File: src/common/n4_sys_config.svh
// n4_sys configuration: address map, stack RAM sizing, wait states and audio timing
`ifndef N4_SYS_CONFIG_SVH
`define N4_SYS_CONFIG_SVH

// ====================
// Address map
// ====================

// Stack RAM decodes on the top 12 address bits
`define STACK_BASE_HI 12'hFF4

// I/O blocks decode on the top 28 address bits
`define LED_BASE      28'hFFDC060
`define RAND_BASE     28'hFFDC0C0
`define AUDIO_BASE    28'hFFDC070

// Returned for reads that hit no slave
`define UNMAPPED_DATA 16'hFFFF

// ====================
// Stack RAM
// ====================

// Depth in 16-bit words
`define STACK_WORDS   1024

// Cycles from strobe to acknowledge
`define STACK_WAIT    3

// ====================
// Audio
// ====================

// cpu_clk cycles per I2S bit clock
`define AUD_BCLK_DIV  4

`endif

File: src/common/n4_sys_pkg.sv
// n4_sys shared types: internal bus request, slave response and decoded region
package n4_sys_pkg;

	// ====================
	// Bus request
	// ====================

	// One request is broadcast to every slave
	typedef struct packed {
		logic [31:0] addr;
		logic [15:0] wdata;
		// Bit 1 is the upper byte lane
		logic [1:0]  sel;
		logic        we;
		logic        stb;
	} bus_req_t;

	// ====================
	// Slave response
	// ====================

	// ack stays high while cs and stb are held
	typedef struct packed {
		logic        ack;
		logic [15:0] rdata;
	} slave_rsp_t;

	// ====================
	// Decoded target
	// ====================

	typedef enum logic [2:0] {
		REG_NONE,
		REG_STACK,
		REG_LED,
		REG_RAND,
		REG_AUDIO
	} region_e;

endpackage

File: src/bus_decode.sv
// Bus decoder: turns CPU strobes into a request, selects the slave and merges responses
`timescale 1ns/1ps
`include "n4_sys_config.svh"

module bus_decode import n4_sys_pkg::*; (
	input  logic        cpu_clk,
	input  logic        rst,
	input  logic        cpu_as_n_i,
	input  logic        cpu_uds_n_i,
	input  logic        cpu_lds_n_i,
	input  logic        cpu_r_w_i,
	input  logic [31:0] cpu_addr_i,
	input  logic [15:0] cpu_data_i,
	output logic [15:0] cpu_data_o,
	output logic        cpu_dtack_n_o,
	output bus_req_t    req_o,
	output logic        cs_stack_o,
	output logic        cs_led_o,
	output logic        cs_rand_o,
	output logic        cs_audio_o,
	input  slave_rsp_t  stack_rsp_i,
	input  slave_rsp_t  led_rsp_i,
	input  slave_rsp_t  rand_rsp_i,
	input  slave_rsp_t  audio_rsp_i
);

	region_e    region;
	slave_rsp_t sel_rsp;
	logic       stb;
	logic       unmapped_ack_q;

	// Address strobe plus at least one data strobe
	assign stb = ~cpu_as_n_i & ~(cpu_uds_n_i & cpu_lds_n_i);

	assign req_o.addr  = cpu_addr_i;
	assign req_o.wdata = cpu_data_i;
	assign req_o.sel   = ~{cpu_uds_n_i, cpu_lds_n_i};
	assign req_o.we    = ~cpu_r_w_i;
	assign req_o.stb   = stb;

	// ====================
	// Region decode
	// ====================

	always_comb begin
		if (cpu_addr_i[31:20] == `STACK_BASE_HI) begin
			region = REG_STACK;
		end else if (cpu_addr_i[31:4] == `LED_BASE) begin
			region = REG_LED;
		end else if (cpu_addr_i[31:4] == `RAND_BASE) begin
			region = REG_RAND;
		end else if (cpu_addr_i[31:4] == `AUDIO_BASE) begin
			region = REG_AUDIO;
		end else begin
			region = REG_NONE;
		end
	end

	assign cs_stack_o = (region == REG_STACK);
	assign cs_led_o   = (region == REG_LED);
	assign cs_rand_o  = (region == REG_RAND);
	assign cs_audio_o = (region == REG_AUDIO);

	// Nobody else answers unmapped cycles
	always_ff @(posedge cpu_clk) begin
		if (rst) begin
			unmapped_ack_q <= 1'b0;
		end else begin
			unmapped_ack_q <= (region == REG_NONE) & stb;
		end
	end

	// ====================
	// Response merge
	// ====================

	always_comb begin
		case (region)
			REG_STACK: sel_rsp = stack_rsp_i;
			REG_LED:   sel_rsp = led_rsp_i;
			REG_RAND:  sel_rsp = rand_rsp_i;
			REG_AUDIO: sel_rsp = audio_rsp_i;
			default: begin
				sel_rsp.ack   = unmapped_ack_q;
				sel_rsp.rdata = `UNMAPPED_DATA;
			end
		endcase
	end

	assign cpu_data_o    = sel_rsp.rdata;
	assign cpu_dtack_n_o = ~sel_rsp.ack;

endmodule

File: config.mk
export PLATFORM = sky130hd
export DESIGN_NAME = bus_decode
export DESIGN_NICKNAME = d
export VERILOG_FILES = /design/src/common/n4_sys_pkg.sv /design/src/bus_decode.sv
export VERILOG_INCLUDE_DIRS = /design/src /design/src/common
export SDC_FILE = /design/constraint.sdc
export NUM_CORES = 1
export LEC_CHECK = 0
export BUFFER_PORTS_ARGS = -buffer_cell sky130_fd_sc_hd__buf_2
export CORE_AREA = 2 2 75 77
export DETAILED_ROUTE_END_ITERATION = 10
export DIE_AREA = 0 0 77 79
export HOLD_SLACK_MARGIN = 0.12
export PLACE_DENSITY = 0.81
export SYNTH_ARGS = -nofsm -noshare
export SYNTH_HDL_FRONTEND = slang
export SYNTH_SLANG_ARGS = --single-unit
File: constraint.sdc
create_clock -name cpu_clk -period 1.45 [get_ports cpu_clk]
set_input_delay 0.0725 -clock cpu_clk [delete_from_list [all_inputs] [get_ports cpu_clk]]
set_output_delay 0.0725 -clock cpu_clk [all_outputs]
set_load 0.01 [all_outputs]
# Word-level counts from Yosys, hierarchy flattened
# Index checks and enable logic that the tools add are counted.
[word_totals]
reg_bits = 1
inputBits = 122
output_inout_bits = 73
elab_cells = 23
[op_classes]
n_eq_ne = 8
mux = 5
bitwise = 8
reduce_logical = 1
[op_table]
columns = ["cell", "count"]
rows = [
  ["equality test 28 bit (second input constant)", 3],
  ["case mux 17 bit (4 select lines)", 1],
  ["equality test 12 bit (second input constant)", 1],
  ["two-way mux 3 bit", 4],
  ["equality test 3 x 2 -> 1 bit (second input constant)", 2],
  ["inverter 1 bit", 4],
  ["bitwise AND 1 bit", 3],
  ["equality test 3 x 1 -> 1 bit (second input constant)", 1],
  ["equality test 3 bit (second input constant)", 1],
  ["zero test 3 bit", 1],
  ["inverter 2 bit", 1],
]

# Longest topological paths before layout
[depth]
depth_word = 8
depth_mapped = 6
mapped_depth_nobuf = 4

# Worst setup path before layout
# OpenSTA, ideal clock, no wires.
[synth_path]
path_type = "input to output"
start = "in cpu_addr_i[20]"
end = "out cpu_data_o[11]"
arrival_ns = 1.476
required_ns = 1.378
slack_ns = -0.099
path_stages = 6
n_path_buf = 2
cell_sequence = "or4b_4 -> nor3_4 -> a31o_1 -> buf_6 -> buf_6 -> o2111ai_1"
[synth_between]
elab_chain_cells = 7
elab_cells_between_ends = 13
classes_between = "8 x eq/ne; 5 x mux"
[synth_rtl]
columns = ["element", "line_no", "text"]
rows = [
  ["from (decl)", "bus_decode.sv:12", "input logic [31:0] cpu_addr_i,"],
  ["equality test 28 bit (no line)", "-", ""],
  ["two-way mux 3 bit", "bus_decode.sv:52", "end else if (cpu_addr_i[31:4] == `AUDIO_BASE) begin"],
  ["two-way mux 3 bit", "bus_decode.sv:50", "end else if (cpu_addr_i[31:4] == `RAND_BASE) begin"],
  ["two-way mux 3 bit", "bus_decode.sv:48", "end else if (cpu_addr_i[31:4] == `LED_BASE) begin"],
  ["two-way mux 3 bit (*)", "bus_decode.sv:46", "if (cpu_addr_i[31:20] == `STACK_BASE_HI) begin"],
  ["equality test 3 bit (tied with other cells)", "bus_decode.sv:78", "case (region)"],
  ["case mux 17 bit (4 select lines) (*)", "bus_decode.sv:78", ""],
  ["to (decl)", "bus_decode.sv:14", "output logic [15:0] cpu_data_o,"],
]
# Mark *: on every way between the ends. The rest lies on a longest branch, timed or not.

# Worst setup path in the final report
[layout_path]
start = "in cpu_addr_i[17]"
end = "out cpu_data_o[0]"
[layout_between]
elab_chain_cells = 7
elab_cells_between_ends = 12
classes_between = "7 x eq/ne; 5 x mux"
[layout_rtl]
columns = ["element", "line_no"]
rows = [
  ["equality test 28 bit (no line)", "-"],
  ["two-way mux 3 bit", "bus_decode.sv:52"],
  ["two-way mux 3 bit", "bus_decode.sv:50"],
  ["two-way mux 3 bit (*)", "bus_decode.sv:48"],
  ["two-way mux 3 bit (*)", "bus_decode.sv:46"],
  ["equality test 3 bit (tied with other cells)", "bus_decode.sv:78"],
  ["case mux 17 bit (4 select lines) (*)", "bus_decode.sv:78"],
]
# Marked as above.

==> results.md <==
* Status: complete, but fails checks
* Violated checks: negative setup slack
* IO buf count at 154
* PnR worst setup slack at -0.293 ns
* Antenna Violating Nets Remaining at 0
* Sequential area share after synthesis at 0.0169
* Max-slew violations at 0
* Die area at 6080 um^2
* Max cap viols at 0
* Die Ht at 79 um
* Ports at 195
* Slowest cell on crit path: or4b_4
* Power per Cell Area at 182 nW/um^2
* Element type at the critical path start: input port
* Tmin final at 1.74 ns
* Core ar. at 5340 um^2
* Post-Route WL at 5090 um
* Setup CP Type: in -> out
* Max reg flops at 1
* Vias per std cell at 4.61
* Mux contribution to synthesized area at 0.137
* Fin util at 0.383
* Dpl cells at 347
* Tightest Pin Transition at 0.391 ns
* Area share of fa/ha/maj cells after synthesis at 0
* DR iter-0 viols at 15
* Die span in x at 77 um
* GRT overflow at 0
* Top-area cell type share of the netlist area at 0.310
* Ys flop type: dfxtp_1
* Worst path max stage delay at 0.55 ns
* Compound-Gate Fraction of Synth Area at 0.133
* Largest net degree at the start of global routing at 23
* Initial core utilization at 0.222
* # DRC at 0
* Largest Register: unmapped_ack_q
* Hold Path Class: in -> out
* RSZ-0062 raised after global routing: true
* XOR/XNOR share of the synthesized area at 0
* GRT Util Overall at 0.149
* Top delay family on crit path: simple AND/OR/NAND/NOR gates
* Crit path DAT at 1.67 ns
* Largest family of logic cells by synthesized area: buffers and inverters
* Critical Path Fanout Max at 6
* DR vias at 1623
* Unique cell type count in the Yosys netlist at 33
* Yosys reg bits at 1
* Placed Area at 1810 um^2
* Critical path depth at 8
* Fmax at 0.574 GHz
* Post-DP HPWL at 4240 um
* # rows at 27
* Final instance area at 2040 um^2
* Simple-gate share of the synthesized area at 0.340
* Ratio of cells with drive above 1 in the final layout at 0.731
* Cell Chain, Critical Path: buf_6 -> or4b_4 -> nor3_4 -> buf_12 -> a31o_4 -> buf_6 -> o2111ai_2 -> buf_2
* 1st-pass router iterations at 4
* Vias in the first global route at 1503
* Fin nets at 403
* Worst Hold Path Cells at 0
* WL per Instance at 14.5 um
* Largest cells by area after synthesis: buf_4, mux2i_1, nand4_1, o2111ai_1, nand2_1
* Warnings from Yosys at 0
* Post-synth top cells: buf_4, nand4_1, nand2_1
* Layout area overhead at 72.4%
* Final hold viol count at 0
* Post-synth EDFFs at 0
* Synth area leader: buf_4
* Non-Filler Instances at 352
* Initial antenna violation count at 2
* Setup WS pre-CTS at -0.522 ns
* RePlAce Congestion at 0.741
* First-pass GRT wire length at 7290 um
* Share of flip-flops with an asynchronous set or reset at 0
* Syn avg cell area at 7.32 um^2
* Relative slew slack at 0.732
* CP Capture Type: output pin
* Final setup TNS at -5.23 ns
* Worst path most repeated cell: buf_6
* Top flop regs: unmapped_ack_q (1)
* Post-Synthesis Cell Area at 1190 um^2
* Most common cell in the netlist: buf_4
* Worst path buffer plus inverter count at 4
* LEAKAGE at 0.983 nW
* Setup violators final at 21
* Syn_nets at 284
* Worst endpoint required time at 1.38 ns
* Fin crit share at 1.20
* Synth Instances at 162
* Max rail drop VDD at 97.0 uV
-- final timing paths --
| path | from | endpoint | slack [ns] |
|---|---|---|---|
| worst min-delay path | cpu_data_i[10] | req_o[14] | 0.15 |
| worst max-delay path | cpu_addr_i[17] | cpu_data_o[0] | -0.29 |
-- metal layers --
| layer | GRT usage | wire (um) | vias to the layer above |
|---|---|---|---|
| met4 | 0.0143 | 29 | 2 |
| met5 | 0 | 12 | - |
| met3 | 0.0375 | 483 | 6 |
| li1 | - | - | 800 |
| met2 | 0.317 | 2800 | 96 |
| met1 | 0.148 | 1770 | 719 |
-- metrics by stage --
stage,hold slack [ns],power [W]
floorplan,0.149,0.000247
global placement,0.145,0.000352
detailed placement,0.145,0.000358
CTS,0.145,0.000371
global route,0.145,0.000401
finish,0.145,0.000372
-- layout make-up --
type / count / area (um^2)
sequential: 1 / 20.0
tap: 72 / 90.1
timing repair buffer: 176 / 1050
multi-input combinational: 98 / 863
fill: 569 / 3290
antenna: 1 / 2.50
inverter: 4 / 15.0
-- report_power, final --
part	switching [W]	total (W)	leakage, nW	internal [W]
registers	0.000000746	0.0000303	0.00828	0.0000296
clock network	0	0.0000000000922	0.00000634	0.0000000000922
logic	0.000152	0.000341	0.974	0.000190
total	0.000152	0.000372	0.983	0.000219
-- timing repair --
item,4_1_cts,5_1_grt
setup buffers,2,2
gates cloned,1,0
pin swaps,1,4
endpoints found under the setup margin,21,22
gates resized for setup,19,12
hold buffers,0,0
-- logic make-up (layout without fill, tap and decap cells) --
group / after synthesis / count (layout)
mux: 16 / 16
other cells: 0 / 1
flops: 1 / 1
buf+inv: 63 / 180
simple gates: 63 / 63
compound gates: 19 / 19
-- layout by cell type (no fill, tap or decap), types with 2 or more instances in the layout --
cell       instances
buf_2            150
nand4_1           22
o2111ai_1          3
nor3b_2            2
buf_4             12
nor2_1             3
mux2i_1           14
nor3_4             2
buf_6              8
inv_1              4
buf_12             4
nor2b_1            2
mux2_2             2
nand2b_1           2
o2111ai_2         11
nand2_1           17
or4b_4             4
(Power assumes the default switching activity.)
