File: src/common/n4_sys_config.svh
// n4_sys configuration: address map, stack RAM sizing, wait states and audio timing
`ifndef N4_SYS_CONFIG_SVH
`define N4_SYS_CONFIG_SVH

// ====================
// Address map
// ====================

// Stack RAM decodes on the top 12 address bits
`define STACK_BASE_HI 12'hFF4

// I/O blocks decode on the top 28 address bits
`define LED_BASE      28'hFFDC060
`define RAND_BASE     28'hFFDC0C0
`define AUDIO_BASE    28'hFFDC070

// Returned for reads that hit no slave
`define UNMAPPED_DATA 16'hFFFF

// ====================
// Stack RAM
// ====================

// Depth in 16-bit words
`define STACK_WORDS   1024

// Cycles from strobe to acknowledge
`define STACK_WAIT    3

// ====================
// Audio
// ====================

// cpu_clk cycles per I2S bit clock
`define AUD_BCLK_DIV  4

`endif

File: src/common/n4_sys_pkg.sv
// n4_sys shared types: internal bus request, slave response and decoded region
package n4_sys_pkg;

	// ====================
	// Bus request
	// ====================

	// One request is broadcast to every slave
	typedef struct packed {
		logic [31:0] addr;
		logic [15:0] wdata;
		// Bit 1 is the upper byte lane
		logic [1:0]  sel;
		logic        we;
		logic        stb;
	} bus_req_t;

	// ====================
	// Slave response
	// ====================

	// ack stays high while cs and stb are held
	typedef struct packed {
		logic        ack;
		logic [15:0] rdata;
	} slave_rsp_t;

	// ====================
	// Decoded target
	// ====================

	typedef enum logic [2:0] {
		REG_NONE,
		REG_STACK,
		REG_LED,
		REG_RAND,
		REG_AUDIO
	} region_e;

endpackage

File: src/rand_gen.sv
// Random number generator: seedable 32-bit Galois LFSR read as two 16-bit halves
`timescale 1ns/1ps

module rand_gen import n4_sys_pkg::*; (
	input  logic       cpu_clk,
	input  logic       rst,
	input  logic       cs_i,
	input  bus_req_t   req_i,
	output slave_rsp_t rsp_o
);

	localparam logic [31:0] TAP_MASK = 32'h8020_0003;

	logic [31:0] state_q;
	logic [15:0] rdata_q;
	logic        ack_q;
	logic        first;
	logic        hi_half;

	// One Galois shift, zero state escapes to 1
	function automatic logic [31:0] lfsr_step(input logic [31:0] s);
		logic [31:0] n;
		if (s == '0) begin
			n = 32'h1;
		end else if (s[0]) begin
			n = (s >> 1) ^ TAP_MASK;
		end else begin
			n = s >> 1;
		end
		return n;
	endfunction

	assign first   = cs_i & req_i.stb & ~ack_q;
	assign hi_half = req_i.addr[1];

	always_ff @(posedge cpu_clk) begin
		if (rst) begin
			ack_q   <= 1'b0;
			state_q <= 32'h1;
		end else begin
			ack_q <= cs_i & req_i.stb;
			if (first && req_i.we) begin
				if (hi_half) begin
					state_q[31:16] <= req_i.wdata;
				end else begin
					state_q[15:0] <= req_i.wdata;
				end
			end else if (first && !hi_half) begin
				// Low-half read consumes a value
				state_q <= lfsr_step(state_q);
			end
		end
	end

	// Read data captured before the step, held through ack
	always_ff @(posedge cpu_clk) begin
		if (first) begin
			rdata_q <= hi_half ? state_q[31:16] : state_q[15:0];
		end
	end

	assign rsp_o.ack   = ack_q;
	assign rsp_o.rdata = rdata_q;

endmodule

File: config.mk
export PLATFORM = sky130hd
export DESIGN_NAME = rand_gen
export DESIGN_NICKNAME = d
export VERILOG_FILES = /design/src/common/n4_sys_config.svh /design/src/common/n4_sys_pkg.sv /design/src/rand_gen.sv
export SDC_FILE = /design/constraint.sdc
export NUM_CORES = 1
export LEC_CHECK = 0
export BUFFER_PORTS_ARGS = -buffer_cell sky130_fd_sc_hd__buf_2
export CAP_MARGIN = 20
export CORE_ASPECT_RATIO = 0.7
export CORE_MARGIN = 1.5
export CORE_UTILIZATION = 30
export DETAILED_ROUTE_END_ITERATION = 8
export SYNTH_ARGS = -nofsm -noshare
export SYNTH_HDL_FRONTEND = slang
export SYNTH_SLANG_ARGS = --single-unit
File: constraint.sdc
create_clock -name cpu_clk -period 2.05 [get_ports cpu_clk]
set_clock_uncertainty 0.15 [all_clocks]
set_input_delay 0.205 -clock cpu_clk [delete_from_list [all_inputs] [get_ports cpu_clk]]
set_output_delay 0.205 -clock cpu_clk [all_outputs]
set_load 0.02 [all_outputs]
== Word level (Yosys, flattened, before mapping) ==
Cells that the tools add are included.
Storage, ports and cells
  bits in registers: 49
  input port bits: 55
  output and inout bits: 17
  logic and storage cells: 24
Cells by class
  equality and inequality tests: 2
  mux-type cells: 7
  bitwise operators: 4
  reduce and logical (&&, ||, !) cells: 7
Operators by type and width (count)
  $mux 32: 4
  $mux 16: 3
  $logic_not 32->1: 1
  $ne 2x2->1 const B: 2
  $not 3->4: 1
  $reduce_and 2->1: 2
  $and 1x1->1: 2
  $logic_and 1x1->1: 2
  $reduce_bool 2->1: 1
  $logic_not 1->1: 1
  $not 1->1: 1

== Longest topological paths before layout ==
  depth in word-level cells: 5
  mapped depth: 6
  depth with buffers taken out: 6

== Least setup slack after synthesis ==
OpenSTA, ideal clock, no wires.
  kind: register to register
  start: reg ack_q
  end: reg rdata_q[0] (enable)
  library setup time: 0.388 ns
  data arrival time: 1.070 ns
  data required time: 1.512 ns
  setup slack: 0.442 ns
  stages on the path, launching flop included: 2
  buffers on the path: 0
  period minus slack after synthesis: 1.608 ns
  path through: dfxtp_1 -> nor2_1
Between the ends
  cells in the longest elaborated chain, start to end: 2
Ends and longest elaborated chain
  from (decl): RTL line rand_gen.sv:16  | logic ack_q;
  from (signal assigned): RTL line rand_gen.sv:41  | ack_q <= cs_i & req_i.stb;
  $not 1->1: RTL line rand_gen.sv:33  | assign first = cs_i & req_i.stb & ~ack_q;
  $and 1x1->1: RTL line rand_gen.sv:33
  to (signal assigned): RTL line rand_gen.sv:58  | rdata_q <= hi_half ? state_q[31:16] : state_q[15:0];
  to (decl): RTL line rand_gen.sv:15  | logic [15:0] rdata_q;
Every way passes these cells.
A chain may end at the register's enable or synchronous reset.

== Worst setup path after layout ==
  start: reg state_q[0]
  end: reg state_q[0]
Between the ends
  cells in the longest elaborated chain, start to end: 4
  elaborated cells on any way between the ends: 5
  those cells by class: 4 x mux; 1 x reduce/logical
Ends and longest elaborated chain
  from (decl): RTL line rand_gen.sv:14  | logic [31:0] state_q;
  from (signal assigned): RTL line rand_gen.sv:46  | state_q[15:0] <= req_i.wdata;
  from (signal assigned): RTL line rand_gen.sv:50  | state_q <= lfsr_step(state_q);
  $logic_not 32->1 or $mux 32 (tied branches): RTL line rand_gen.sv:23, rand_gen.sv:25
  $mux 32 (*): RTL line rand_gen.sv:23  | if (s == '0) begin
  $mux 32 (*): RTL line rand_gen.sv:48  | end else if (first && !hi_half) begin
  $mux 32 (*): RTL line rand_gen.sv:42  | if (first && req_i.we) begin
Every way passes the cells marked *; elsewhere a longest branch is shown, timed or not. The select of a mux whose other input is x is not followed.

==> metrics.txt <==
# TYPE chip_impl_metric gauge
chip_impl_metric{name="switchingPower",unit="mW"} 0.5459
chip_impl_metric{name="design.core.area",unit="um2"} 6944
chip_impl_metric{name="final_hold_viol_count",unit=""} 0
chip_impl_metric{name="dieArea",unit="um2"} 7880
chip_impl_metric{name="ys_ff_latch",unit=""} 49
chip_impl_info{name="r2r_end",value="state_q[0]"} 1
chip_impl_info{name="min_to",value="state_q[15]"} 1
chip_impl_metric{name="detail-route-antenna-nets",unit=""} 0
chip_impl_metric{name="syn2layout_area_growth",unit="%"} 18.33
chip_impl_info{name="yosysTopAreaCell",value="dfxtp_1"} 1
chip_impl_metric{name="setup-tns-final",unit="ps"} 0
chip_impl_info{name="holdCritStartpoint",value="req_i[19]"} 1
chip_impl_info{name="outcome",value="finished, final reports clean"} 1
chip_impl_info{name="worstSetupPathType",value="reg -> reg"} 1
chip_impl_metric{name="grt_first_pass_wirelength",unit="um"} 8942
chip_impl_metric{name="h-tree-depth",unit=""} 2
chip_impl_metric{name="floorplan.rows",unit=""} 25
chip_impl_metric{name="count_of_buffer_and_inverter_cells_on_the_critical_path",unit=""} 1
chip_impl_info{name="sort_of_element_at_the_start_of_the_critical_path",value="flip-flop"} 1
chip_impl_metric{name="postSynthCellCount",unit=""} 228
chip_impl_info{name="ys_dominant_reg_cell",value="dfxtp_1"} 1
chip_impl_metric{name="seq_power_share",unit="%"} 55.7
chip_impl_metric{name="detailedRoute.firstIterationViolations",unit=""} 130
chip_impl_metric{name="yosys.cell_types.count",unit=""} 34
chip_impl_metric{name="final.setup.worst_slack",unit="ps"} 221.4
chip_impl_info{name="yosys-top-cells-area",value="dfxtp_1 (30%), edfxtp_1 (22%), nand2_1 (8.2%)"} 1
chip_impl_metric{name="cts_num_sinks",unit=""} 49
chip_impl_metric{name="ioPinCount",unit=""} 72
chip_impl_metric{name="pwr-share-clk",unit="%"} 30.0
chip_impl_metric{name="sw_frac_of_total",unit="%"} 27.07
chip_impl_metric{name="final_stage_net_count",unit=""} 322
chip_impl_info{name="setup.worst_path.end_class",value="flip-flop"} 1
chip_impl_metric{name="antenna-diode-count",unit=""} 0
chip_impl_metric{name="synth.avg_cell_area",unit="um2"} 9.669
chip_impl_metric{name="cp_max_fo",unit=""} 5
chip_impl_metric{name="num_vias",unit=""} 1878
chip_impl_metric{name="synthesis.yosys.warnings",unit=""} 0
chip_impl_metric{name="register_to_register_setup_slack",unit="ps"} 220
chip_impl_metric{name="final_estimated_routing_congestion_in_global_placement",unit=""} 0.7902
chip_impl_metric{name="synth.cell_area",unit="um2"} 2205
chip_impl_metric{name="asr_flop_ratio_synth",unit="%"} 0
chip_impl_info{name="crit_path_start",value="state_q[0]"} 1
chip_impl_metric{name="largest_net_degree_at_the_start_of_global_routing",unit=""} 35
chip_impl_metric{name="routedWlPerCell",unit="um"} 14.88
chip_impl_metric{name="num-fill-cells",unit=""} 711
chip_impl_metric{name="drt_pass1_iterations",unit=""} 4
chip_impl_info{name="cp_cell_sequence",value="inv_1, ha_1, nor4b_1, nand4_1, nor2_1, o32a_1"} 1
chip_impl_metric{name="max_freq",unit="MHz"} 546.9
chip_impl_metric{name="buffer_ports.inserted",unit=""} 38
chip_impl_metric{name="number_of_synthesized_flops_with_an_enable_pin",unit=""} 16
chip_impl_metric{name="overflow",unit=""} 0
chip_impl_metric{name="cp.required",unit="ps"} 2150
chip_impl_info{name="synth_common_cells",value="nand2_1 (48), dfxtp_1 (33), nor2_1 (21), edfxtp_1 (16), o21ai_0 (16)"} 1
chip_impl_metric{name="worst_skew_pair.late_latency",unit="ps"} 300
chip_impl_info{name="cts.root.buffer_cell",value="clkbuf_8"} 1
chip_impl_metric{name="setup-violations-final",unit=""} 0
chip_impl_metric{name="detailedPlacementHpwl",unit="um"} 3639
chip_impl_metric{name="power_leakage",unit="nW"} 0.9647
chip_impl_metric{name="detail_route.drc_violations",unit=""} 0
chip_impl_metric{name="critical_path.max_stage_delay",unit="ps"} 370
chip_impl_metric{name="powerDensity",unit="nW/um2"} 773.1
chip_impl_metric{name="period_share",unit="%"} 89.20
chip_impl_info{name="hold_class",value="in -> reg"} 1
chip_impl_metric{name="post_cts.resized_instances",unit=""} 0
chip_impl_metric{name="die_w",unit="um"} 105.5
chip_impl_metric{name="grt_pass1_vias",unit=""} 1715
chip_impl_metric{name="cts_clock_pin_slew_for_the_worst_setup_and_hold_paths",unit="ps"} 90
chip_impl_metric{name="share_comb_of_total_power",unit="%"} 14.3
chip_impl_info{name="rr_startpoint",value="state_q[0]"} 1
chip_impl_metric{name="post_route_cells_drive_above_1_share",unit="%"} 27.72
chip_impl_metric{name="maxSlewHeadroom",unit="%"} 54.80
chip_impl_metric{name="totalWireLength",unit="um"} 5372
chip_impl_metric{name="dieHeight",unit="um"} 74.72
chip_impl_metric{name="timing.max_cap.violations",unit=""} 0
chip_impl_metric{name="rr_worst_depth",unit=""} 6
chip_impl_metric{name="grtUsageTotal",unit="%"} 14.77
chip_impl_info{name="cpMaxStageDelayCell",value="dfxtp_1"} 1
chip_impl_info{name="yosysMostFrequentCell",value="nand2_1"} 1
chip_impl_metric{name="critical_path_arrival",unit="ps"} 1930
chip_impl_metric{name="number_of_buffers_inserted_to_repair_setup_after_cts",unit=""} 0
chip_impl_metric{name="yosysSeqAreaShare",unit="%"} 51.76
chip_impl_metric{name="initial_antenna_violation_count",unit=""} 0
chip_impl_metric{name="internal_power",unit="mW"} 1.471
chip_impl_metric{name="postSynthNetCount",unit=""} 284
chip_impl_metric{name="vdd_ir_drop_max",unit="mV"} 0.3279
chip_impl_metric{name="cts-root-to-sink-buffers",unit=""} 2
chip_impl_metric{name="timing.hold.worst_path_depth",unit=""} 3
chip_impl_metric{name="final.min_clock_period",unit="ps"} 1829
chip_impl_info{name="cts_tree",value="yes"} 1
chip_impl_metric{name="routed_via_density",unit=""} 5.202
chip_impl_metric{name="cts_inserted_buffers",unit=""} 5
chip_impl_metric{name="timing_max_transition_violations_final",unit=""} 0
chip_impl_metric{name="floorplan.initialDensity",unit="%"} 31.75
chip_impl_info{name="critical-path-top-delay-family",value="simple AND/OR/NAND/NOR gates"} 1
chip_impl_info{name="rsz0062_at_grt",value="false"} 1
chip_impl_metric{name="tightest_slew",unit="ps"} 677.4
chip_impl_metric{name="cts-hold-fix-buffers",unit=""} 0
chip_impl_metric{name="yosysTopAreaCellShare",unit="%"} 29.97
chip_impl_metric{name="detailedPlace.worstSlack",unit="ps"} 219.3
## worst max-delay path by stage
stage                     cells after the start  slack, ps          end
after floorplan                               1        440   rdata_q[0]
after global placement                        5        200  state_q[21]
after detailed placement                      5        220  state_q[21]
after CTS                                     4        210  state_q[21]
after global routing                          6         80   state_q[0]
final                                         6        220   state_q[0]
## per-layer routing
metal  track usage (%)  up-vias  part of all wire (%)
li1                  -      911                     -
met1             22.15      886                    52
met4             5.175        0                   1.2
met3             3.463        6                   7.1
met2             20.62       75                    40
met5                 0        -                     0
## power groups by stage
| stage | combinational [mW] | sequential (mW) | clock, mW |
|---|---|---|---|
| 4_1_cts | 0.291 | 1.12 | 0.626 |
| 5_1_grt | 0.324 | 1.13 | 0.660 |
| 6_report | 0.289 | 1.12 | 0.605 |
| 2_1_floorplan | 0.183 | 1.15 | 0 |
| 3_3_place_gp | 0.285 | 1.14 | 0 |
| 3_5_place_dp | 0.289 | 1.14 | 0 |
## stage by stage
| stage | util, % | cells | area [um2] | power [mW] | hold WS, ps |
|---|---|---|---|---|---|
| 6_report | 37.57 | 361 | 2609 | 2.017 | 28.91 |
| 2_1_floorplan | - | 228 | 2205 | 1.333 | 214.0 |
| 5_1_grt | 37.57 | 361 | 2609 | 2.117 | 19.68 |
| 4_1_cts | 37.57 | 361 | 2609 | 2.038 | 21.59 |
| 3_5_place_dp | 36.18 | 353 | 2512 | 1.432 | 339.0 |
| 3_3_place_gp | 36.18 | 353 | 2512 | 1.428 | 347.9 |
## cells in the final DEF, fill, tap and decap left out, types with 2 or more instances in the layout
| master | instances |
|---|---|
| clkbuf_8 | 6 |
| o32ai_1 | 2 |
| o2111ai_1 | 2 |
| nor4_1 | 6 |
| buf_2 | 38 |
| nand4_1 | 2 |
| xor2_1 | 2 |
| inv_1 | 4 |
| and2_1 | 2 |
| nand2_1 | 48 |
| mux2_2 | 14 |
| edfxtp_1 | 16 |
| buf_4 | 9 |
| a31oi_1 | 15 |
| o21ai_0 | 16 |
| nor2_1 | 21 |
| dfxtp_1 | 33 |
| a311oi_1 | 14 |
## logic make-up (layout without fill, tap and decap cells)
logic type               count (synthesis)  after routing  synth area share (%)
XOR/XNOR                                 3              3                 1.192
AND/OR/NAND/NOR                         87             87                 18.16
buffers and inverters                   21             60                 4.653
flip-flops                              49             49                 51.76
adder cells (fa/ha/maj)                  1              1                0.5674
AO/OA/AOI/OAI                           53             53                 16.52
multiplexers                            14             14                 7.151
## worst min-delay path: stages
cell and delay (ps):
buf_2 100, nand2_1 60, a31oi_1 70
## registers in the layout (all words and copies together), names as in the netlist
signal	cells
rdata_q	16
state_q	32
ack_q	1
## cell type report
| class | instances | area, um2 | area share (%) |
|---|---|---|---|
| timing repair buffer | 48 | 277.8 | 10.65 |
| clock buffer | 6 | 82.58 | 3.165 |
| clock inverter | 2 | 13.76 | 0.5276 |
| tap | 94 | 117.6 | 4.508 |
| multi-input combinational | 158 | 960.9 | 36.83 |
| sequential | 49 | 1141 | 43.74 |
| inverter | 4 | 15.01 | 0.5755 |
No activity file was read; power rests on OpenSTA's default activity.
