[src/common/n4_sys_config.svh]
// n4_sys configuration: address map, stack RAM sizing, wait states and audio timing
`ifndef N4_SYS_CONFIG_SVH
`define N4_SYS_CONFIG_SVH

// ====================
// Address map
// ====================

// Stack RAM decodes on the top 12 address bits
`define STACK_BASE_HI 12'hFF4

// I/O blocks decode on the top 28 address bits
`define LED_BASE      28'hFFDC060
`define RAND_BASE     28'hFFDC0C0
`define AUDIO_BASE    28'hFFDC070

// Returned for reads that hit no slave
`define UNMAPPED_DATA 16'hFFFF

// ====================
// Stack RAM
// ====================

// Depth in 16-bit words
`define STACK_WORDS   1024

// Cycles from strobe to acknowledge
`define STACK_WAIT    3

// ====================
// Audio
// ====================

// cpu_clk cycles per I2S bit clock
`define AUD_BCLK_DIV  4

`endif

[src/common/n4_sys_pkg.sv]
// n4_sys shared types: internal bus request, slave response and decoded region
package n4_sys_pkg;

	// ====================
	// Bus request
	// ====================

	// One request is broadcast to every slave
	typedef struct packed {
		logic [31:0] addr;
		logic [15:0] wdata;
		// Bit 1 is the upper byte lane
		logic [1:0]  sel;
		logic        we;
		logic        stb;
	} bus_req_t;

	// ====================
	// Slave response
	// ====================

	// ack stays high while cs and stb are held
	typedef struct packed {
		logic        ack;
		logic [15:0] rdata;
	} slave_rsp_t;

	// ====================
	// Decoded target
	// ====================

	typedef enum logic [2:0] {
		REG_NONE,
		REG_STACK,
		REG_LED,
		REG_RAND,
		REG_AUDIO
	} region_e;

endpackage

[src/audio_out/i2s_tx.sv]
// I2S transmitter: control and sample registers with bit clock, frame clock and serializer
`timescale 1ns/1ps
`include "n4_sys_config.svh"

module i2s_tx import n4_sys_pkg::*; (
	input  logic       cpu_clk,
	input  logic       rst,
	input  logic       cs_i,
	input  bus_req_t   req_i,
	output slave_rsp_t rsp_o,
	output logic       ac_bclk_o,
	output logic       ac_lrclk_o,
	output logic       ac_clk_oe_o,
	output logic       ac_dac_sdata_o
);

	localparam int DIV_W = $clog2(`AUD_BCLK_DIV);

	logic             en_tx_q;
	logic             en_rx_q;
	logic [15:0]      left_q;
	logic [15:0]      right_q;
	logic             ack_q;
	logic             first;
	logic [DIV_W-1:0] div_cnt;
	logic [5:0]       bit_cnt;
	logic [63:0]      shift_q;
	logic             bclk_fall;

	// ====================
	// Register file
	// ====================

	assign first = cs_i & req_i.stb & ~ack_q;

	always_ff @(posedge cpu_clk) begin
		if (rst) begin
			ack_q   <= 1'b0;
			en_tx_q <= 1'b0;
			en_rx_q <= 1'b0;
			left_q  <= '0;
			right_q <= '0;
		end else begin
			ack_q <= cs_i & req_i.stb;
			if (first && req_i.we) begin
				case (req_i.addr[2:1])
					2'd0: begin
						en_tx_q <= req_i.wdata[1];
						en_rx_q <= req_i.wdata[0];
					end
					2'd1: left_q  <= req_i.wdata;
					2'd2: right_q <= req_i.wdata;
					default: ;
				endcase
			end
		end
	end

	always_comb begin
		case (req_i.addr[2:1])
			2'd0:    rsp_o.rdata = {14'h0, en_tx_q, en_rx_q};
			2'd1:    rsp_o.rdata = left_q;
			2'd2:    rsp_o.rdata = right_q;
			default: rsp_o.rdata = '0;
		endcase
	end

	assign rsp_o.ack = ack_q;

	// ====================
	// Serializer
	// ====================

	// Bit clock low for the first half of each period
	assign bclk_fall = (div_cnt == DIV_W'(`AUD_BCLK_DIV - 1));

	always_ff @(posedge cpu_clk) begin
		if (rst) begin
			div_cnt <= '0;
			bit_cnt <= '0;
			shift_q <= '0;
		end else begin
			div_cnt <= bclk_fall ? '0 : div_cnt + 1'b1;
			if (bclk_fall) begin
				bit_cnt <= bit_cnt + 1'b1;
				// Each half is one idle slot, the sample MSB first, then zeros
				if (bit_cnt == 6'd63) begin
					shift_q <= {1'b0, left_q, 15'h0, 1'b0, right_q, 15'h0};
				end else begin
					shift_q <= {shift_q[62:0], 1'b0};
				end
			end
		end
	end

	assign ac_bclk_o      = (div_cnt >= DIV_W'(`AUD_BCLK_DIV / 2));
	assign ac_lrclk_o     = bit_cnt[5];
	assign ac_clk_oe_o    = en_tx_q | en_rx_q;
	assign ac_dac_sdata_o = en_tx_q & shift_q[63];

endmodule

[config.mk]
export PLATFORM = sky130hd
export DESIGN_NAME = i2s_tx
export DESIGN_NICKNAME = d
export VERILOG_FILES = /design/src/common/n4_sys_pkg.sv /design/src/audio_out/i2s_tx.sv
export VERILOG_INCLUDE_DIRS = /design/src /design/src/common
export SDC_FILE = /design/constraint.sdc
export NUM_CORES = 1
export LEC_CHECK = 0
export BUFFER_PORTS_ARGS = -buffer_cell sky130_fd_sc_hd__buf_2
export CELL_PAD_IN_SITES_DETAIL_PLACEMENT = 2
export CELL_PAD_IN_SITES_GLOBAL_PLACEMENT = 2
export CORE_ASPECT_RATIO = 2
export CORE_MARGIN = 10
export CORE_UTILIZATION = 35
export CTS_CLUSTER_SIZE = 24
export DETAILED_ROUTE_END_ITERATION = 10
export HOLD_SLACK_MARGIN = 0.03
export PLACE_DENSITY_LB_ADDON = 0.2
export SLEW_MARGIN = 25
export SYNTH_ARGS = -nofsm -noshare
export SYNTH_HDL_FRONTEND = slang
export SYNTH_SLANG_ARGS = --single-unit
[constraint.sdc]
create_clock -name cpu_clk -period 2.9 [get_ports cpu_clk]
set_input_delay 0.58 -clock cpu_clk [delete_from_list [all_inputs] [get_ports cpu_clk]]
set_output_delay 0.58 -clock cpu_clk [all_outputs]
set_load 0.02 [all_outputs]
* After elaboration in Yosys (flattened, before gate mapping)
Index checks and enable logic that the tools add are counted.
Storage, ports and cells: word-level logic and storage cells 28, output and inout bits 21, register bits after elaboration 107
Cells by class: mux-type cells 2, bitwise gates (word level) 5, reductions and logical operators 6, add/sub/neg operators 2, eq/ne operators 4, magnitude comparators 1
Operators by type and width (number):
- two-way mux 64 bit | 1
- one-hot mux 16 bit (3 select lines) | 1
- adder 6 x 1 -> 6 bit, second input constant | 1
- == test 6 bit, second input constant | 1
- AND reduction 2 bit | 3
- == test 2 bit, second input constant | 2
- AND 1 bit | 3
- adder 2 x 1 -> 2 bit, second input constant | 1
- == test 2 x 1 -> 1 bit, second input constant | 1
- greater-or-equal comparator 2 bit, second input constant | 1
- logical NOT 2 bit | 1
- OR reduction 2 bit | 1
- logical AND 1 bit | 1
- NOT 1 bit | 1
- bitwise OR 1 bit | 1

* Logic depth before layout (Yosys ltp)
Gate-level depths: netlist of the first run.
depth after elaboration 4, gate-level depth with buffers 6, mapped depth without buffers 4

* Worst setup path before layout of the first run
No wires, ideal clock.
kind input to output, start point input req_i[22] (netlist name), end point output rsp_o[10] (netlist name), buffers on the path 2, data required time 2.320 ns, setup slack 0.814 ns, arrival time 1.506 ns, stages on the path 4, path through buf_2 nor2b_1 clkbuf_1 a22o_1
RTL lines:
- start: declaration | line i2s_tx.sv:9 | input bus_req_t req_i,
- end: declaration | line i2s_tx.sv:10 | output slave_rsp_t rsp_o,

==> flow_summary.json, run 1 <==
{
  "cp.required_ns": 2.32,
  "synth.yosys.seq_area_share": 0.453,
  "clkTransAtPathRegs_ns": 0.07,
  "hold_violations": 0,
  "nets": 551,
  "timing.rr.end": "shift_q[17]",
  "vias_per_cell": 5.80,
  "switchingPower_uw": 702,
  "synthesis.nets": 546,
  "initial_core_util": 0.358,
  "clockRootBuffer": "clkbuf_16",
  "antenna_cells": 0,
  "portBuffers": 43,
  "fin_skew_ns": 0.0125,
  "die_w_um": 96.2,
  "grt_max_degree": 93,
  "cellLeakagePower_uw": 0.00147,
  "fillers": 1328,
  "yosys.area.top_type": "dfxtp_1",
  "crit_end": "rsp_o[8]",
  "drt-met1-wl_mm": 5.35,
  "whs_ns": 0.471,
  "synth_cell_types": 32,
  "peakVddDrop_mv": 0.392,
  "coreArea_um2": 11400,
  "finalCriticalPeriod_ns": 2.27,
  "ys_ff_latch": 92,
  "cp.arrival_ns": 1.69,
  "crit_type": "in -> out",
  "setup_viol": 0,
  "die_y_um": 172,
  "syn_avg_cell_area_um2": 8.34,
  "cts_tree": "done",
  "worst_setup_path_start_kind": "input port",
  "globalplace.congestion": 0.709,
  "fin_crit_sh": 0.784,
  "r2r_slack_ns": 0.68,
  "routed.top_layer": "met4",
  "crit_fanout": 30,
  "grt_antenna_before_repair": 0,
  "cts-hold-fix-buffers": 0,
  "r2r-start": "bit_cnt[0]",
  "yosys_warnings": 0,
  "syn_area_um2": 4070,
  "ctsResizeCount": 0,
  "cp-end-kind": "output port",
  "comb_power_share": 0.082,
  "layout-drive-gt1-share": 0.149,
  "cp_common_cell": "buf_2",
  "rsz0062_at_grt": "false",
  "grt_pass1_wl_mm": 20.7,
  "clock_sinks": 92,
  "drc": 0,
  "ioPinCount": 76,
  "seqPwrFrac": 0.481,
  "cp_slowest_stage_delay_ns": 0.34,
  "r2r_cells": 5,
  "wl_met2_mm": 6.48,
  "drt_pass1_iterations": 5,
  "synth.top_cells.by_area": "dfxtp_1, nand3_1, a311oi_1",
  "crit_start": "req_i[22]",
  "drv_cap": 0,
  "wl_per_cell_um": 19.2,
  "vias": 3710,
  "htreeDepth": 3,
  "routed_wl_mm": 12.3,
  "intPower_uw": 2060,
  "synth_top_area_share": 0.453,
  "std_cell_rows": 55,
  "tns_ns": 0,
  "hold_class": "in -> reg",
  "grtUsageTotal": 0.156,
  "dr_wl_met3_um": 336,
  "outcome": "finished, final reports clean",
  "numCtsBuffers": 9,
  "tightest_slew_ns": 0.788,
  "area_growth_pct": 13.3,
  "detailed_place_hpwl_mm": 8.07,
  "drt_iter0_drc": 198,
  "fmax_mhz": 440,
  "first_global_vias": 4090,
  "die_area_um2": 16600,
  "clock_power_share": 0.437,
  "p_sw_frac": 0.254,
  "cts_buffer_depth": 2,
  "clk_latency_ns": 0.35,
  "syn_inst": 488,
  "maxSlewHeadroom": 0.475,
  "slowest_stage": "buf_4",
  "maxSlewViolCount": 0,
  "p_per_area_nw_per_um2": 600,
  "crit_chain": "buf_2, nor2b_2, buf_4, a22o_1, buf_2",
  "post_cts_buffers": 0,
  "drtAntennaViolNets": 0,
  "overflow": 0
}
cells in the final DEF (no fill, tap or decap), types with 5 or more instances in the layout:
master | Yosys | final
buf_2 | 20 | 43
buf_4 | 2 | 6
nand2b_1 | 20 | 20
a22o_1 | 14 | 14
dfxtp_1 | 92 | 92
a311oi_1 | 31 | 31
nand3_1 | 65 | 65
o211ai_1 | 17 | 17
o21ai_1 | 24 | 24
clkbuf_16 | 0 | 9
a21oi_1 | 53 | 53
o21ai_0 | 42 | 42
nand2_1 | 5 | 5
nor2_1 | 38 | 38
registers in the layout (all words and copies together) (netlist names):
signal / count
en_tx_q: 1
right_q: 16
left_q: 16
shift_q: 49
div_cnt: 2
bit_cnt: 6
en_rx_q: 1
ack_q: 1
metal layers:
metal	vias up	GRT usage
met5	-	0
met4	0	0.0490
met3	8	0.0339
met2	49	0.271
met1	1858	0.183
li1	1795	-
worst min path at each step:
stage | from | endpoint | slack [ns] | cells after the start
after floorplan | div_cnt[0] | div_cnt[0] | 0.43 | 1
after global placement | div_cnt[0] | div_cnt[0] | 0.45 | 1
after detailed placement | div_cnt[0] | div_cnt[0] | 0.47 | 1
after CTS | req_i[0] | ack_q | 0.46 | 3
after global routing | req_i[0] | ack_q | 0.49 | 3
final | req_i[0] | ack_q | 0.47 | 3
cell usage after synthesis:
cell / number
dfxtp_1: 92
nand3_1: 65
a21oi_1: 53
o21ai_0: 42
nor2_1: 38
clkbuf_1: 32
a311oi_1: 31
o21ai_1: 24
buf_2: 20
nand2b_1: 20
o211ai_1: 17
a22o_1: 14
nand2_1: 5
nand4_1: 4
buf_6: 3
ha_1: 3
mux2i_1: 3
xor2_1: 3
buf_4: 2
nor2b_1: 2
nor3_1: 2
o31ai_1: 2
or2_2: 2
and2_1: 1
and4_1: 1
and4b_1: 1
buf_1: 1
inv_1: 1
inv_2: 1
nand4b_1: 1
or3_1: 1
xnor2_1: 1
final cells by class:
cell class | instances | area (um^2) | area share
clock buffers | 9 | 225 | 0.0489
clock inverters | 7 | 81.3 | 0.0176
inverters | 2 | 7.51 | 0.00163
multi-input cells | 336 | 1950 | 0.424
flip-flops and latches | 92 | 1840 | 0.400
well taps | 142 | 178 | 0.0386
repair buffers | 52 | 320 | 0.0695
stage by stage:
step	setup WS [ns]	cell area [um^2]	power, uW	instances	util
floorplan	0.814	4070	1510	488	-
global placement	0.639	4300	1570	624	0.379
detailed placement	0.596	4300	1590	624	0.379
CTS	0.592	4610	2810	640	0.406
global route	0.502	4610	2890	640	0.406
finish	0.627	4610	2770	640	0.406
power groups by stage:
stage	Sequential [uW]	Combinational, uW	Clock (uW)
2_1_floorplan	1350	157	0
3_3_place_gp	1360	216	0
3_5_place_dp	1360	228	0
4_1_cts	1330	231	1250
5_1_grt	1340	254	1300
6_report	1330	226	1210
kinds of logic after synthesis:
| family | synth area share |
|---|---|
| AO/OA/AOI/OAI | 0.278 |
| AND/OR/NAND/NOR | 0.175 |
| flip-flops | 0.453 |
| buffers and inverters | 0.0689 |
| XOR/XNOR | 0.00861 |
| multiplexers | 0.00738 |
| adder cells (fa/ha/maj) | 0.00923 |
critical path: cells and delay by family:
kind / cells / cell delay, ns
AOI/OAI and AO/OA: 1 / 0.24
buffers and inverters: 3 / 0.70
and+or+nand+nor: 1 / 0.16
(Power assumes the default switching activity.)
==> run 2, diff against run 1 <==
- CORE_UTILIZATION: 35 -> 29
- clock period: 2.9 -> 1.95 ns (I/O delays scaled with it)
==> run 2 against run 1 <==
  * Die area rose by 17%
  * Setup slack worse by 0.46 ns
  * Sequential cell count unchanged
  * Non-clock buffer count up 5
  * Clock skew down 0.0011 ns
  * Via count is essentially flat
  * Clock-buffer cell count is the same
  * Cell count is 8.0% higher
  * Routed wire length increased by 2.2%
  * First-iteration DRC count shrank 9.1%
  * Critical path depth unchanged
  * Sequential power rose by 49%
  * Critical endpoint unchanged
  * Largest cell class unchanged
  * Highest routed layer unchanged
==> flow_summary.json, run 2 (synthesis gave the netlist of run 1 again) <==
{
  "ioPinCount": 76,
  "maxSlewViolCount": 0,
  "fin_skew_ns": 0.0114,
  "drt_pass1_iterations": 4,
  "mostFrequentLayoutCells": "dfxtp_1, nand3_1, a21oi_1",
  "largest_register": "shift_q",
  "crit_chain": "buf_2, nor2b_2, buf_12, a22o_1, buf_2",
  "area_growth_pct": 17.0,
  "tns_ns": 0,
  "worst_setup_path_start_kind": "input port",
  "nets": 556,
  "cp.arrival_ns": 1.40,
  "vias_per_cell": 5.37,
  "r2r_slack_ns": 0.32,
  "reg_top3": "shift_q (49), left_q (16), right_q (16)",
  "cp.depth": 5,
  "slowest_stage": "nor2b_2",
  "timing.rr.end": "shift_q[48]",
  "whs_path_depth": 3,
  "setup_viol": 0,
  "peakVddDrop_mv": 0.443,
  "crit_fanout": 30,
  "grt_pass1_wl_mm": 21.5,
  "cts_buffer_depth": 2,
  "fmax_mhz": 559,
  "post_cts_buffers": 0,
  "rsz0062_at_grt": "false",
  "wl_per_cell_um": 18.2,
  "drv_cap": 0,
  "hold_violations": 0,
  "ctsResizeCount": 0,
  "overflow": 0,
  "die_w_um": 104,
  "globalplace.congestion": 0.701,
  "clk_latency_ns": 0.34,
  "crit_buf_inv": 3,
  "crit_type": "in -> out",
  "cp_top_family": "buffers and inverters",
  "routed_wl_mm": 12.6,
  "place_area_um2": 4450,
  "finalCriticalPeriod_ns": 1.79,
  "cellLeakagePower_uw": 0.00151,
  "final_area_um2": 4760,
  "r2r_cells": 5,
  "antenna_cells": 0,
  "min_to": "ack_q",
  "portBuffers": 43,
  "coreArea_um2": 13800,
  "cts_tree": "done",
  "std_cell_rows": 61,
  "clock_sinks": 92,
  "detailed_place_hpwl_mm": 8.26,
  "fin_crit_sh": 0.917,
  "p_per_area_nw_per_um2": 882,
  "cp-end-kind": "output port",
  "drc": 0,
  "grt_antenna_before_repair": 0,
  "htreeDepth": 3,
  "finalNonFillerCells": 691,
  "cp_common_cell": "buf_2",
  "first_global_vias": 4168,
  "layout-drive-gt1-share": 0.155,
  "die_area_um2": 19500,
  "clkTransAtPathRegs_ns": 0.07,
  "place_inst": 676,
  "min_from": "req_i[0]",
  "clockRootBuffer": "clkbuf_16",
  "drtAntennaViolNets": 0,
  "maxSlewHeadroom": 0.717,
  "vias": 3712,
  "largest_reg_flops": 49,
  "drt_iter0_drc": 180,
  "grtUsageTotal": 0.131,
  "numCtsBuffers": 9,
  "outcome": "finished, final reports clean",
  "cp_slowest_stage_delay_ns": 0.23,
  "hold_class": "in -> reg",
  "die_y_um": 188,
  "cts-hold-fix-buffers": 0,
  "cp.required_ns": 1.56,
  "grt_max_degree": 93,
  "layout_commonest_cell": "dfxtp_1",
  "r2r-start": "bit_cnt[0]",
  "tightest_slew_ns": 0.425,
  "initial_core_util": 0.295
}
-- run 2: changes by cell type in the layout (fill, tap and decap cells not counted), sizes merged --
| cell | before | now |
|---|---|---|
| bufinv | 1 | 2 |
| buf | 52 | 57 |
| clkinv | 0 | 1 |
| clkinvlp | 3 | 2 |
| inv | 5 | 3 |
-- run 2: layer usage --
metal	vias up	share of wire	track usage
met5	-	0	0
met4	0	0.011	0.0420
met3	6	0.030	0.0240
met2	46	0.52	0.235
met1	1863	0.44	0.153
li1	1797	-	-
-- run 2: worst max path at each step --
stage / from / to / slack [ns]
after floorplan: req_i[22] / rsp_o[10] / 0.24
after global placement: req_i[22] / rsp_o[8] / 0.17
after detailed placement: req_i[22] / rsp_o[6] / 0.15
after CTS: req_i[22] / rsp_o[6] / 0.14
after global routing: req_i[22] / rsp_o[4] / 0.1
final: req_i[22] / rsp_o[8] / 0.16
-- run 2: power by group --
part / internal [uW] / switching, uW / total (uW)
logic: 128 / 219 / 347
registers: 1940 / 36.6 / 1980
clock network: 1120 / 758 / 1880
-- run 2: final cells by class --
| class | count | area (um^2) |
|---|---|---|
| multi-input combinational | 336 | 1950 |
| tap | 189 | 236 |
| fill | 1603 | 9050 |
| inverter | 2 | 7.51 |
| clock buffer | 9 | 225 |
| sequential | 92 | 1840 |
| clock inverter | 6 | 88.8 |
| timing repair buffer | 57 | 408 |
-- run 2: stage by stage --
stage	total power [uW]	worst slack (ns)	hold WS, ns	utilization
final	4200	0.162	0.291	0.345
after CTS	4260	0.143	0.284	0.345
after floorplan	2240	0.244	0.427	-
after global routing	4400	0.0968	0.309	0.345
after global placement	2360	0.171	0.444	0.322
after detailed placement	2380	0.146	0.467	0.322
-- run 2: tightest hold or removal path, stage by stage --
cell and delay [ns]:
buf_2 0.11, nand2_1 0.06, nor2_1 0.03
==> run 3, diff against run 2 <==
- ABC_CLOCK_PERIOD_IN_PS: default -> 1950
- PLACE_DENSITY: default -> 0.81
- PLACE_DENSITY_LB_ADDON: 0.2 -> default
==> run 3 against run 2 <==
  * Combinational power increased by 1%
  * Clock power about the same
  * Critical path depth is the same
  * Largest cell class unchanged
  * Core utilization grew 0.19 points
  * Register-to-register slack worse by 0.04 ns
  * Highest routed layer unchanged
  * Sequential power barely moved
==> flow_summary.json, run 3 (synthesis gave the netlist of run 1 again) <==
{
  "maxSlewHeadroom": 0.720,
  "nets": 558,
  "peakVddDrop_mv": 0.458,
  "numCtsBuffers": 9,
  "vias_per_cell": 5.42,
  "htreeDepth": 3,
  "drv_cap": 0,
  "cp.required_ns": 1.56,
  "portBuffers": 43,
  "ioPinCount": 76,
  "fin_crit_sh": 0.937,
  "clk_latency_ns": 0.34,
  "hold_class": "in -> reg",
  "p_per_area_nw_per_um2": 885,
  "place_inst": 678,
  "clock_sinks": 92,
  "grt_antenna_before_repair": 0,
  "clkTransAtPathRegs_ns": 0.07,
  "layout_commonest_cell": "dfxtp_1",
  "grt_max_degree": 93,
  "routed_wl_mm": 12.8,
  "globalplace.congestion": 0.729,
  "fmax_mhz": 547,
  "cp_slowest_stage_delay_ns": 0.23,
  "rsz0062_at_grt": "false",
  "layout-drive-gt1-share": 0.159,
  "cts-hold-fix-buffers": 0,
  "drc": 0,
  "crit_type": "in -> out",
  "tns_ns": 0,
  "setup_viol": 0,
  "mostFrequentLayoutCells": "dfxtp_1, nand3_1, a21oi_1",
  "cts_tree": "done",
  "detailed_place_hpwl_mm": 8.54,
  "coreArea_um2": 13800,
  "reg_top3": "shift_q (49), left_q (16), right_q (16)",
  "drtAntennaViolNets": 0,
  "post_cts_buffers": 0,
  "die_y_um": 188,
  "ctsResizeCount": 0,
  "cp.arrival_ns": 1.44,
  "finalNonFillerCells": 693,
  "area_growth_pct": 17.7,
  "largest_reg_flops": 49,
  "tightest_slew_ns": 0.421,
  "initial_core_util": 0.295,
  "die_w_um": 104,
  "grt_pass1_wl_mm": 21.8,
  "overflow": 0,
  "largest_register": "shift_q",
  "clockRootBuffer": "clkbuf_16",
  "crit_fanout": 30,
  "drt_pass1_iterations": 4,
  "first_global_vias": 4263,
  "grtUsageTotal": 0.133,
  "cp_common_cell": "buf_2",
  "cp-end-kind": "output port",
  "cellLeakagePower_uw": 0.00153,
  "vias": 3757,
  "outcome": "finished, final reports clean",
  "slowest_stage": "nor2b_2",
  "crit_chain": "buf_2, nor2b_2, buf_12, a22o_1, buf_2",
  "wl_per_cell_um": 18.4,
  "std_cell_rows": 61,
  "hold_violations": 0,
  "maxSlewViolCount": 0,
  "die_area_um2": 19500,
  "cts_buffer_depth": 2,
  "drt_iter0_drc": 149,
  "antenna_cells": 0,
  "fin_skew_ns": 0.00922,
  "finalCriticalPeriod_ns": 1.83,
  "worst_setup_path_start_kind": "input port"
}
==> run 3: area by class of cell <==
cell class | instances | area [um^2]
tap | 189 | 236
clock inverter | 4 | 72.6
multi-input combinational | 336 | 1950
sequential | 92 | 1840
timing repair buffer | 59 | 423
inverter | 2 | 7.51
clock buffer | 11 | 253
fill | 1568 | 9030
==> run 3: routing by layer <==
metal	share of wire	global-route usage
met5	0	0
met4	0.0096	0.0495
met3	0.021	0.0216
met2	0.57	0.256
met1	0.40	0.140
==> run 3: worst max-delay path, delay by kind of cell <==
kind            cells  cell delay [ns]
buf+inv             3             0.60
simple gates        1             0.23
compound gates      1             0.21
==> run 3: where the power goes <==
| group | switching, uW | internal, uW |
|---|---|---|
| registers | 38.8 | 1940 |
| logic | 223 | 128 |
| clock network | 723 | 1180 |
| total | 984 | 3250 |
==> run 3: path summary, 6_finish.rpt <==
kind                                  from     endpoint  slack [ns]  cells after the start
worst max register to register  bit_cnt[0]  shift_q[22]        0.28                      5
worst min-delay path              req_i[6]   right_q[2]        0.31                      3
worst max-delay path             req_i[22]     rsp_o[6]        0.12                      5
worst min register to register  div_cnt[0]   div_cnt[0]        0.46                      1
==> run 3: through the flow <==
step                total power (uW)  area [um^2]  hold slack (ns)  setup WS [ns]  utilization
global route                    4430         4790            0.319         0.0512        0.347
finish                          4240         4790            0.307          0.123        0.347
detailed placement              2370         4460            0.454          0.106        0.323
global placement                2350         4460            0.443          0.157        0.323
floorplan                       2240         4070            0.427          0.244            -
CTS                             4290         4790            0.296          0.108        0.347
